`src/common/texturePkg.sv`:
```
/*
 * Shared widths and types of the bilinear texel-quad sampler.
 * Modules and interfaces refer to these by scoped names.
 * Texture axes are powers of two up to 256 texels; all mip levels
 * live in one linear texel address space.
 */
`default_nettype none

package texturePkg;

    ////////////////////////////////////////
    // Widths
    ////////////////////////////////////////
    localparam int TexSizeBits   = 8;   // Index bits per axis, 256 texels max
    localparam int SizeLogWidth  = 4;   // log2 size or LOD
    localparam int TexAddrWidth  = 17;  // 256x256 plus the smaller mip levels
    localparam int CoordWidth    = 32;  // S16.15
    localparam int CoordFracBits = 15;
    localparam int SubCoordWidth = 16;  // Q0.16

    // Clamp mode per axis, the other value selects repeat
    localparam logic ClampToEdge = 1'b1;

    ////////////////////////////////////////
    // Types
    ////////////////////////////////////////

    // log2 of a texture dimension, also used for the LOD
    typedef logic [SizeLogWidth-1:0] sizeLog_t;

    // Normalized texture coordinate, 1.0 spans the whole level
    typedef logic signed [CoordWidth-1:0] texCoord_t;

    typedef logic [TexAddrWidth-1:0] texAddr_t;     // Texel word address

    // Position inside the quad, 0x0000 .. 0xffff
    typedef logic [SubCoordWidth-1:0] subCoord_t;

    // Quad member select, bit 0 picks the column and bit 1 the row
    //   00 01
    //   10 11
    typedef logic [1:0] quadSel_t;

endpackage

`default_nettype wire
```
`src/common/samplerIfs.sv`:
```
/*
 * Stage interfaces between the sampler datapath blocks.
 * lodStageIf carries the level data from lodOffset to texelAddressGen,
 * quadMaskIf the edge flags and quad position to quadClamp.
 */
`timescale 1ns/1ps
`default_nettype none

interface lodStageIf;
    texturePkg::texAddr_t  offset;      // Base address of the mip level
    texturePkg::sizeLog_t  levelWidth;  // log2 of the level width
    texturePkg::sizeLog_t  levelHeight;
    texturePkg::texCoord_t texelS;      // S16.15
    texturePkg::texCoord_t texelT;      // S16.15
    logic                  clampS;
    logic                  clampT;
    logic                  halfPixel;

    modport source (output offset, levelWidth, levelHeight, texelS, texelT,
                    clampS, clampT, halfPixel);
    modport sink   (input offset, levelWidth, levelHeight, texelS, texelT,
                    clampS, clampT, halfPixel);
endinterface

// Per axis flags, low when that quad column or row lies outside under clamping
interface quadMaskIf;
    logic                  validU0;     // Left column
    logic                  validU1;     // Right column
    logic                  validV0;     // Top row
    logic                  validV1;     // Bottom row
    texturePkg::subCoord_t subCoordU;   // Q0.16
    texturePkg::subCoord_t subCoordV;   // Q0.16

    modport source (output validU0, validU1, validV0, validV1, subCoordU, subCoordV);
    modport sink   (input validU0, validU1, validV0, validV1, subCoordU, subCoordV);
endinterface

`default_nettype wire

```
`src/textureSampler.sv`:
```
/*
 * Bilinear texel-quad sampler, top level.
 * Takes one S16.15 coordinate pair per cycle, issues four texel reads to a
 * fixed delay memory and returns the clamped quad with its sub-texel position.
 * Latency is MemoryDelay+3 cycles, no back-pressure.
 */
`timescale 1ns/1ps
`default_nettype none

module textureSampler
#(
    parameter int unsigned MemoryDelay = 1,     // Memory read latency, 1 or more
    parameter int unsigned PixelWidth  = 32
)
(
    input  wire                          aclk,
    input  wire                          reset,

    input  wire                          sampleValid,
    input  texturePkg::sizeLog_t         textureSizeWidth,  // log2, quasi-static
    input  texturePkg::sizeLog_t         textureSizeHeight,
    input  texturePkg::sizeLog_t         textureLod,
    input  wire                          enableHalfPixelOffset,
    input  texturePkg::texCoord_t        texelS,            // S16.15
    input  texturePkg::texCoord_t        texelT,            // S16.15
    input  wire                          clampS,
    input  wire                          clampT,

    // Texture memory
    output logic                         texelRead,
    output texturePkg::texAddr_t         texelAddr00,
    output texturePkg::texAddr_t         texelAddr01,
    output texturePkg::texAddr_t         texelAddr10,
    output texturePkg::texAddr_t         texelAddr11,
    input  wire [PixelWidth-1:0]         texelInput00,
    input  wire [PixelWidth-1:0]         texelInput01,
    input  wire [PixelWidth-1:0]         texelInput10,
    input  wire [PixelWidth-1:0]         texelInput11,

    // Sampled quad
    output logic                         texelValid,
    output logic [PixelWidth-1:0]        texel00,
    output logic [PixelWidth-1:0]        texel01,
    output logic [PixelWidth-1:0]        texel10,
    output logic [PixelWidth-1:0]        texel11,
    output texturePkg::subCoord_t        texelSubCoordS,    // Q0.16
    output texturePkg::subCoord_t        texelSubCoordT
);

    lodStageIf lodStage();
    quadMaskIf quadMask();

    samplerControl #(.MemoryDelay(MemoryDelay)) control0 (
        .aclk(aclk), .reset(reset), .sampleValid(sampleValid),
        .texelRead(texelRead), .texelValid(texelValid));

    lodOffset lod0 (
        .aclk(aclk), .textureSizeWidth(textureSizeWidth),
        .textureSizeHeight(textureSizeHeight), .textureLod(textureLod),
        .enableHalfPixelOffset(enableHalfPixelOffset), .texelS(texelS),
        .texelT(texelT), .clampS(clampS), .clampT(clampT), .stage(lodStage.source));

    texelAddressGen addr0 (
        .aclk(aclk), .stage(lodStage.sink),
        .texelAddr00(texelAddr00), .texelAddr01(texelAddr01),
        .texelAddr10(texelAddr10), .texelAddr11(texelAddr11),
        .flags(quadMask.source));

    quadClamp #(.MemoryDelay(MemoryDelay), .PixelWidth(PixelWidth)) clamp0 (
        .aclk(aclk), .flags(quadMask.sink),
        .texelInput00(texelInput00), .texelInput01(texelInput01),
        .texelInput10(texelInput10), .texelInput11(texelInput11),
        .texel00(texel00), .texel01(texel01), .texel10(texel10), .texel11(texel11),
        .texelSubCoordS(texelSubCoordS), .texelSubCoordT(texelSubCoordT));

endmodule

`default_nettype wire

```
`src/clamp/quadClamp.sv`:
```
/*
 * Last sampler stage: clamp-to-edge on the returned texel quad.
 * Holds the edge flags and quad position for the memory delay, then
 * replaces every out-of-bounds member with an in-bounds neighbour.
 */
`timescale 1ns/1ps
`default_nettype none

module quadClamp
#(
    parameter int unsigned MemoryDelay = 1,
    parameter int unsigned PixelWidth  = 32
)
(
    input  wire                    aclk,
    quadMaskIf.sink                flags,
    input  wire [PixelWidth-1:0]   texelInput00,
    input  wire [PixelWidth-1:0]   texelInput01,
    input  wire [PixelWidth-1:0]   texelInput10,
    input  wire [PixelWidth-1:0]   texelInput11,
    output logic [PixelWidth-1:0]  texel00,
    output logic [PixelWidth-1:0]  texel01,
    output logic [PixelWidth-1:0]  texel10,
    output logic [PixelWidth-1:0]  texel11,
    output texturePkg::subCoord_t  texelSubCoordS,
    output texturePkg::subCoord_t  texelSubCoordT
);

    localparam int DelayWidth = 4 + 2 * texturePkg::SubCoordWidth;   // Flags plus positions

    // Member to use at position pos, nearest valid one first
    function automatic texturePkg::quadSel_t pickMember(texturePkg::quadSel_t pos,
                                                        logic [3:0] valid);
        if (valid[pos])
            return pos;
        else if (valid[pos ^ 2'b01])                // Same row
            return pos ^ 2'b01;
        else if (valid[pos ^ 2'b10])                // Same column
            return pos ^ 2'b10;
        else if (valid[pos ^ 2'b11])                // Diagonal
            return pos ^ 2'b11;
        return pos;                                 // Nothing valid, keep own texel
    endfunction

    logic [DelayWidth-1:0]      delayLine [MemoryDelay];
    logic                       validU0;
    logic                       validU1;
    logic                       validV0;
    logic                       validV1;
    texturePkg::subCoord_t      subCoordU;
    texturePkg::subCoord_t      subCoordV;
    logic [3:0]                 memberValid;    // Indexed by quadSel_t
    logic [PixelWidth-1:0]      texelIn  [4];
    logic [PixelWidth-1:0]      texelOut [4];

    ////////////////////////////////////////
    // Memory delay alignment
    ////////////////////////////////////////
    always_ff @(posedge aclk)
    begin
        delayLine[0] <= {flags.validU0, flags.validU1, flags.validV0, flags.validV1,
                         flags.subCoordU, flags.subCoordV};
        for (int i = 1; i < MemoryDelay; i++)
        begin
            delayLine[i] <= delayLine[i-1];
        end
    end

    assign {validU0, validU1, validV0, validV1, subCoordU, subCoordV} =
        delayLine[MemoryDelay-1];

    assign memberValid = {validV1 & validU1, validV1 & validU0,    // 11, 10
                          validV0 & validU1, validV0 & validU0};   // 01, 00

    assign texelIn[0] = texelInput00;
    assign texelIn[1] = texelInput01;
    assign texelIn[2] = texelInput10;
    assign texelIn[3] = texelInput11;

    ////////////////////////////////////////
    // Quad clamping
    ////////////////////////////////////////
    always_ff @(posedge aclk)
    begin
        for (int p = 0; p < 4; p++)
        begin
            texelOut[p] <= texelIn[pickMember(texturePkg::quadSel_t'(p), memberValid)];
        end
        texelSubCoordS <= subCoordU;
        texelSubCoordT <= subCoordV;
    end

    assign texel00 = texelOut[0];
    assign texel01 = texelOut[1];
    assign texel10 = texelOut[2];
    assign texel11 = texelOut[3];

endmodule

`default_nettype wire

```
`src/address/texelAddressGen.sv`:
```
/*
 * Second sampler stage: quad coordinates and memory addresses.
 * Applies the half-pixel offset, flags quad columns and rows outside the
 * texture under clamp-to-edge and derives the sub-texel position.
 */
`timescale 1ns/1ps
`default_nettype none

module texelAddressGen
(
    input  wire                    aclk,
    lodStageIf.sink                stage,
    output texturePkg::texAddr_t   texelAddr00,    // (s0, t0)
    output texturePkg::texAddr_t   texelAddr01,    // (s1, t0)
    output texturePkg::texAddr_t   texelAddr10,    // (s0, t1)
    output texturePkg::texAddr_t   texelAddr11,    // (s1, t1)
    quadMaskIf.source              flags
);

    localparam int IndexLsb = texturePkg::CoordFracBits - texturePkg::TexSizeBits;

    // One level texel in coordinate units, or half of one
    function automatic texturePkg::texCoord_t texelStep(texturePkg::sizeLog_t size,
                                                        logic half);
        return texturePkg::texCoord_t'(1) << (texturePkg::CoordFracBits - size - half);
    endfunction

    // In bounds when repeating, or when the integer part and sign are zero
    function automatic logic edgeValid(texturePkg::texCoord_t coord, logic clamp);
        return (clamp != texturePkg::ClampToEdge)
            || (coord[texturePkg::CoordWidth-1:texturePkg::CoordFracBits] == '0);
    endfunction

    // Top size bits of the fraction, the integer part falls away so repeat wraps
    function automatic logic [texturePkg::TexSizeBits-1:0] texelIndex(
        texturePkg::texCoord_t coord, texturePkg::sizeLog_t size);
        return coord[IndexLsb +: texturePkg::TexSizeBits] >> (texturePkg::TexSizeBits - size);
    endfunction

    function automatic texturePkg::texAddr_t quadAddr(
        logic [texturePkg::TexSizeBits-1:0] tIdx, logic [texturePkg::TexSizeBits-1:0] sIdx);
        return stage.offset + ((texturePkg::texAddr_t'(tIdx) << stage.levelWidth)
                               | texturePkg::texAddr_t'(sIdx));
    endfunction

    texturePkg::texCoord_t s0;
    texturePkg::texCoord_t s1;
    texturePkg::texCoord_t t0;
    texturePkg::texCoord_t t1;

    ////////////////////////////////////////
    // Quad coordinates
    ////////////////////////////////////////
    always_comb
    begin
        if (stage.halfPixel)
        begin
            s0 = stage.texelS - texelStep(stage.levelWidth, 1'b1);    // Centre on the quad
            s1 = stage.texelS + texelStep(stage.levelWidth, 1'b1);
            t0 = stage.texelT - texelStep(stage.levelHeight, 1'b1);
            t1 = stage.texelT + texelStep(stage.levelHeight, 1'b1);
        end
        else
        begin
            s0 = stage.texelS;
            s1 = stage.texelS + texelStep(stage.levelWidth, 1'b0);
            t0 = stage.texelT;
            t1 = stage.texelT + texelStep(stage.levelHeight, 1'b0);
        end
    end

    always_ff @(posedge aclk)
    begin
        texelAddr00 <= quadAddr(texelIndex(t0, stage.levelHeight), texelIndex(s0, stage.levelWidth));
        texelAddr01 <= quadAddr(texelIndex(t0, stage.levelHeight), texelIndex(s1, stage.levelWidth));
        texelAddr10 <= quadAddr(texelIndex(t1, stage.levelHeight), texelIndex(s0, stage.levelWidth));
        texelAddr11 <= quadAddr(texelIndex(t1, stage.levelHeight), texelIndex(s1, stage.levelWidth));

        flags.validU0 <= edgeValid(s0, stage.clampS);
        flags.validU1 <= edgeValid(s1, stage.clampS);
        flags.validV0 <= edgeValid(t0, stage.clampT);
        flags.validV1 <= edgeValid(t1, stage.clampT);

        // Fraction below the texel index, scaled up to a full Q0.16
        flags.subCoordU <= texturePkg::subCoord_t'(
            {s0[texturePkg::CoordFracBits-1:0], 1'b0} << stage.levelWidth);
        flags.subCoordV <= texturePkg::subCoord_t'(
            {t0[texturePkg::CoordFracBits-1:0], 1'b0} << stage.levelHeight);
    end

endmodule

`default_nettype wire

```
`src/address/lodOffset.sv`:
```
/*
 * First sampler stage: size and base address of the selected mip level.
 * Registers them together with the coordinates and clamp modes.
 */
`timescale 1ns/1ps
`default_nettype none

module lodOffset
(
    input  wire                    aclk,
    input  texturePkg::sizeLog_t   textureSizeWidth,   // log2 of the base width
    input  texturePkg::sizeLog_t   textureSizeHeight,
    input  texturePkg::sizeLog_t   textureLod,
    input  wire                    enableHalfPixelOffset,
    input  texturePkg::texCoord_t  texelS,
    input  texturePkg::texCoord_t  texelT,
    input  wire                    clampS,
    input  wire                    clampT,
    lodStageIf.source              stage
);

    localparam int MaskSize   = texturePkg::TexSizeBits + 1;   // One axis
    localparam int MaskStSize = 2 * MaskSize;                  // Both axes interleaved
    localparam logic [MaskSize-1:0]   MaskOne   = MaskSize'(1);
    localparam logic [MaskStSize-1:0] MaskStOne = MaskStSize'(1);

    texturePkg::sizeLog_t   levelWidth;
    texturePkg::sizeLog_t   levelHeight;
    logic [MaskSize-1:0]    wMask;
    logic [MaskSize-1:0]    hMask;
    logic [MaskStSize-1:0]  mask;
    logic [MaskStSize-1:0]  maskFin;
    logic [MaskStSize-1:0]  lodMask;

    // Texel count of level n is 2^(w+h-2n), so the sum over all finer levels
    // is a bit pattern built from the two axis masks, one bit pair per level
    always_comb
    begin
        levelWidth  = (textureLod < textureSizeWidth) ? textureSizeWidth - textureLod : '0;
        levelHeight = (textureLod < textureSizeHeight) ? textureSizeHeight - textureLod : '0;

        wMask = (MaskOne << textureSizeWidth) - MaskOne;
        hMask = (MaskOne << textureSizeHeight) - MaskOne;
        for (int i = 0; i < MaskSize; i++)
        begin
            mask[MaskStSize - 1 - 2 * i] = wMask[i] | hMask[i];   // Square level
            mask[MaskStSize - 2 - 2 * i] = wMask[i] ^ hMask[i];   // Only one axis left
        end
        maskFin = mask >> (MaskStSize - (textureSizeWidth + textureSizeHeight + 1));

        // Drop the levels at and below the selected one
        lodMask = ~((MaskStOne << (levelWidth + levelHeight + 1)) - MaskStOne);
    end

    always_ff @(posedge aclk)
    begin
        stage.offset      <= texturePkg::texAddr_t'(maskFin & lodMask);
        stage.levelWidth  <= levelWidth;
        stage.levelHeight <= levelHeight;
        stage.texelS      <= texelS;
        stage.texelT      <= texelT;
        stage.clampS      <= clampS;
        stage.clampT      <= clampT;
        stage.halfPixel   <= enableHalfPixelOffset;
    end

endmodule

`default_nettype wire

```
`src/samplerControl.sv`:
```
/*
 * Valid pipeline of the sampler.
 * Follows each sample through the datapath and marks the cycle of
 * its memory read and the cycle of its output quad.
 */
`timescale 1ns/1ps
`default_nettype none

module samplerControl
#(
    parameter int unsigned MemoryDelay = 1
)
(
    input  wire  aclk,
    input  wire  reset,
    input  wire  sampleValid,
    output logic texelRead,     // With the quad addresses
    output logic texelValid     // With the clamped quad
);

    // Stage layout, one bit per datapath register:
    //   0              level offset
    //   1              quad addresses
    //   2..M+1         memory delay
    //   M+2            clamped quad
    localparam int unsigned Stages = MemoryDelay + 3;

    logic [Stages-1:0] validPipe;

    always_ff @(posedge aclk)
    begin
        if (reset)
        begin
            validPipe <= '0;
        end
        else
        begin
            validPipe <= {validPipe[Stages-2:0], sampleValid};  // Shift in new sample
        end
    end

    assign texelRead  = validPipe[1];
    assign texelValid = validPipe[Stages-1];

endmodule

`default_nettype wire

```
`config.mk`:
```
export PLATFORM = sky130hd
export DESIGN_NAME = textureSampler
export DESIGN_NICKNAME = d
export VERILOG_FILES = /design/src/common/texturePkg.sv /design/src/common/samplerIfs.sv /design/src/textureSampler.sv /design/src/clamp/quadClamp.sv /design/src/address/texelAddressGen.sv /design/src/address/lodOffset.sv /design/src/samplerControl.sv
export SDC_FILE = /design/constraint.sdc
export NUM_CORES = 1
export LEC_CHECK = 0
export ABC_CLOCK_PERIOD_IN_PS = 9600
export BUFFER_PORTS_ARGS = -buffer_cell sky130_fd_sc_hd__buf_4
export CAP_MARGIN = 5
export CORE_MARGIN = 5
export CORE_UTILIZATION = 35
export DETAILED_ROUTE_END_ITERATION = 12
export PLACE_DENSITY = 0.61
export SLEW_MARGIN = 15
export SYNTH_ARGS = -nofsm -noshare
export SYNTH_HDL_FRONTEND = slang
export SYNTH_SLANG_ARGS = --single-unit
```
`constraint.sdc`:
```
create_clock -name aclk -period 9.6 [get_ports aclk]
set_input_delay 0.96 -clock aclk [delete_from_list [all_inputs] [get_ports aclk]]
set_output_delay 0.96 -clock aclk [all_outputs]
set_load 0.02 [all_outputs]
```
==> results.json <==
{
  "outcome": "finished, final reports clean",
  "synth_ff_type": "dfxtp_1",
  "place_inst": 4609,
  "area_delta_synth_final_pct": 22.1,
  "r2r_setup_slack_ns": 1.44,
  "fin_crit_sh_pct": 85.0,
  "die_h_microns": 288,
  "clkLatencyLatePin_ns": 0.62,
  "fin_cells": 4696,
  "drive_gt1_share_pct": 17.8,
  "p_int_mw": 4.11,
  "cts_tree": "yes",
  "grt_max_degree": 71,
  "syn_area_sq_um": 27000,
  "fp.dieArea_sq_um": 82700,
  "finClkSkew_ns": 0.0470,
  "worstHoldEndpoint": "clamp0.delayLine[0][8]$_DFF_P_",
  "vias": 26249,
  "coreArea_sq_um": 76200,
  "clockBufferDepth": 3,
  "p_leak_nw": 14.3,
  "irDropWorstVdd_v": 0.000151,
  "sw_frac_of_total_pct": 39.6,
  "crit_fanout": 15,
  "switchingPower_mw": 2.69,
  "start_util_pct": 35.4,
  "pwr-share-comb_pct": 42.6,
  "period_minus_slack_ns": 8.16,
  "syn_area_per_cell_sq_um": 8.38,
  "required_ns": 10.14,
  "async_flop_share_pct": 0,
  "drt_iter0_drc": 1994,
  "max_stage_delay_ns": 0.70,
  "synth_seq_cells": 390,
  "end_kind": "flop",
  "routedWlPerCell_microns": 21.0,
  "place_congestion": 1.00,
  "drv_slew": 0,
  "overflow": 0,
  "worst_pin_slew_ns": 0.974,
  "cp-start-kind": "flop",
  "r2r-start": "lod0.stage.levelHeight[1]$_DFF_P_",
  "finalSetupTns_ns": 0,
  "critical_path.slowest_cell": "a2111oi_0",
  "multi_input_area_sq_um": 18300,
  "ys_types": 99,
  "drtAntennaViolNets": 0,
  "r2r_cells": 28,
  "arrival_ns": 8.70,
  "track_usage_pct": 22.4,
  "synthCells": 3220,
  "pwr_density_cell_nw_per_um2": 206,
  "hold_buffers": 0,
  "synth_edf_count": 0,
  "cts_inserted_buffers": 46,
  "viasPerCell": 5.59,
  "p_seq_share_pct": 30.9,
  "grt_first_pass_wirelength_microns": 148000,
  "grt_antenna_before_repair": 8,
  "yosysTopAreaCellShare_pct": 28.9,
  "seq_area_sq_um": 7810,
  "slew_headroom_pct": 34.8,
  "ys_warn_count": 0,
  "nets": 4063,
  "hold_viol": 0,
  "clk_pin_slew_ns": 0.06,
  "cts-root-buf": "clkbuf_16",
  "cts_setup_buffers": 0,
  "rsz0062_at_grt": "false",
  "hold_start": "addr0.flags.subCoordV[8]$_SDFF_PP0_",
  "n_fill_cell": 7615,
  "rows": 101,
  "cts_sinks": 390,
  "routed_wl_microns": 98600,
  "path_class": "flop to flop",
  "post_cts_resized": 0,
  "r2r_end": "addr0.texelAddr01[14]$_DFF_P_",
  "portBuffers": 437,
  "dieWidth_microns": 288,
  "first_global_vias": 24558,
  "dr.pass1.iters": 6,
  "yosysSeqAreaShare_pct": 28.9,
  "htreeDepth": 2,
  "hpwlAfterDp_microns": 79300,
  "fmax_mhz": 123,
  "synth.area.top_cells": "dfxtp_1, ha_1, mux2i_1, a21oi_1, nand2_1",
  "cap_violations": 0,
  "hold_path_class": "flop to flop",
  "clkPwrFrac_pct": 26.5,
  "drc": 0,
  "synth_area_leader_cell": "dfxtp_1",
  "io_pins": 440,
  "worstHoldPathCells": 0,
  "setup_viol": 0
}
## power groups by stage
stage	sequential [mW]	combinational (mW)	clock, mW
CTS	2.11	2.86	1.85
floorplan	2.32	1.60	0
detailed placement	2.14	2.85	0
finish	2.10	2.90	1.80
global route	2.13	3.12	1.92
global placement	2.14	2.86	0
## area by class of cell
cell class	instances	share of cell area, %
inverter	111	1.26
clock buffer	61	3.97
clock inverter	21	0.817
multi-input combinational	2612	55.7
antenna	5	0.0380
sequential	390	23.7
tap	1030	3.91
timing repair buffer	466	10.6
## worst max-delay path by stage
| stage | startpoint | endpoint | slack, ns | cells past startpoint |
|---|---|---|---|---|
| floorplan | lod0.stage.levelHeight[0]$_DFF_P_ | addr0.texelAddr11[14]$_DFF_P_ | 2.02 | 35 |
| global placement | lod0.stage.levelHeight[1]$_DFF_P_ | addr0.texelAddr11[14]$_DFF_P_ | 1.76 | 28 |
| detailed placement | lod0.stage.levelHeight[1]$_DFF_P_ | addr0.texelAddr01[14]$_DFF_P_ | 1.58 | 28 |
| CTS | lod0.stage.levelHeight[1]$_DFF_P_ | addr0.texelAddr11[14]$_DFF_P_ | 1.59 | 29 |
| global route | lod0.stage.levelHeight[1]$_DFF_P_ | addr0.texelAddr01[14]$_DFF_P_ | 0.80 | 28 |
| finish | lod0.stage.levelHeight[1]$_DFF_P_ | addr0.texelAddr01[14]$_DFF_P_ | 1.44 | 28 |
## layout by cell type (no fill, tap or decap), drive strengths merged, types with 20 or more instances in the layout
cell type  instances
a211oi            85
a21boi            20
a21o              73
a21oi            246
a31oi             60
and2              59
and3              25
buf              466
clkbuf            61
conb              56
dfxtp            390
ha               216
inv              115
mux2              22
mux2i            189
mux4              37
nand2            307
nand2b            43
nand3             64
nand4             20
nor2             230
nor2b             51
nor3              83
nor4              28
o211ai            21
o21a              34
o21ai            185
o21bai            28
o22ai             36
o31ai             20
xnor2             76
xor2              35
## logic make-up after synthesis
logic type | Yosys count | share of synthesized area (%)
buffers and inverters | 272 | 3.89
muxes | 248 | 11.0
and+or+nand+nor | 992 | 17.8
DFF | 390 | 28.9
xor gates and xnor gates | 111 | 3.63
adders and majority gates | 226 | 10.8
AOI/OAI and AO/OA | 979 | 23.9
other | 2 | 0.0278
## state kept, by name, summed over array words and instances, names as in the netlist, 4 cells and up
name                    cells
addr0.texelAddr00          17
addr0.texelAddr11          17
clamp0.delayLine           34
control0.validPipe          4
addr0.flags.subCoordV      15
addr0.flags.subCoordU      15
clamp0.texelSubCoordS      15
clamp0.texelOut           128
addr0.texelAddr10          17
lod0.stage.offset          17
lod0.stage.texelS          32
lod0.stage.levelHeight      4
addr0.texelAddr01          17
lod0.stage.levelWidth       4
clamp0.texelSubCoordT      15
lod0.stage.texelT          32
## synth_stat cells, drive strengths merged, types with 11 or more instances
| master | count |
|---|---|
| a31oi | 60 |
| o21bai | 28 |
| or4 | 13 |
| o21a | 34 |
| a21oi | 246 |
| mux4 | 37 |
| nor4 | 28 |
| nor3 | 83 |
| a2111oi | 16 |
| xnor2 | 76 |
| mux2 | 22 |
| clkbuf | 122 |
| nor2 | 230 |
| nor3b | 11 |
| and2 | 59 |
| ha | 216 |
| o2111ai | 11 |
| a21boi | 20 |
| nand2b | 43 |
| o22ai | 36 |
| or3 | 11 |
| xor2 | 35 |
| buf | 39 |
| nand3 | 64 |
| nand2 | 307 |
| or2 | 12 |
| a22oi | 16 |
| inv | 109 |
| a211oi | 85 |
| o31ai | 20 |
| mux2i | 189 |
| o21ai | 185 |
| nor2b | 51 |
| and3 | 25 |
| o211ai | 21 |
| nand4 | 20 |
| a21o | 73 |
| dfxtp | 390 |
## worst max-delay path: cells and delay by family, from the launching register on
family	cells	cell delay, ns
fa+ha+maj	4	1.32
simple gates	4	0.78
compound gates	17	4.43
flops	1	0.59
buf+inv	2	0.82
xor+xnor	1	0.13
## per-stage QoR
step	utilization [%]	hold WS, ns	power, mW	instance area [sq um]	worst slack, ns
finish	43.2	0.312	6.80	32900	1.44
global route	43.2	0.319	7.18	32900	0.799
CTS	43.2	0.306	6.82	32900	1.59
detailed placement	41.1	0.312	4.99	31400	1.58
global placement	41.1	0.310	5.00	31400	1.76
floorplan	-	0.310	3.92	27200	2.02
## metal layers
metal | up-vias | track usage, % | wire length [microns]
li1 | 12689 | - | -
met1 | 12354 | 28.9 | 41400
met2 | 1044 | 37.9 | 46300
met3 | 162 | 3.64 | 7230
met4 | 0 | 8.13 | 3710
met5 | - | 0 | 0
Power figures use the tool's default switching activity.
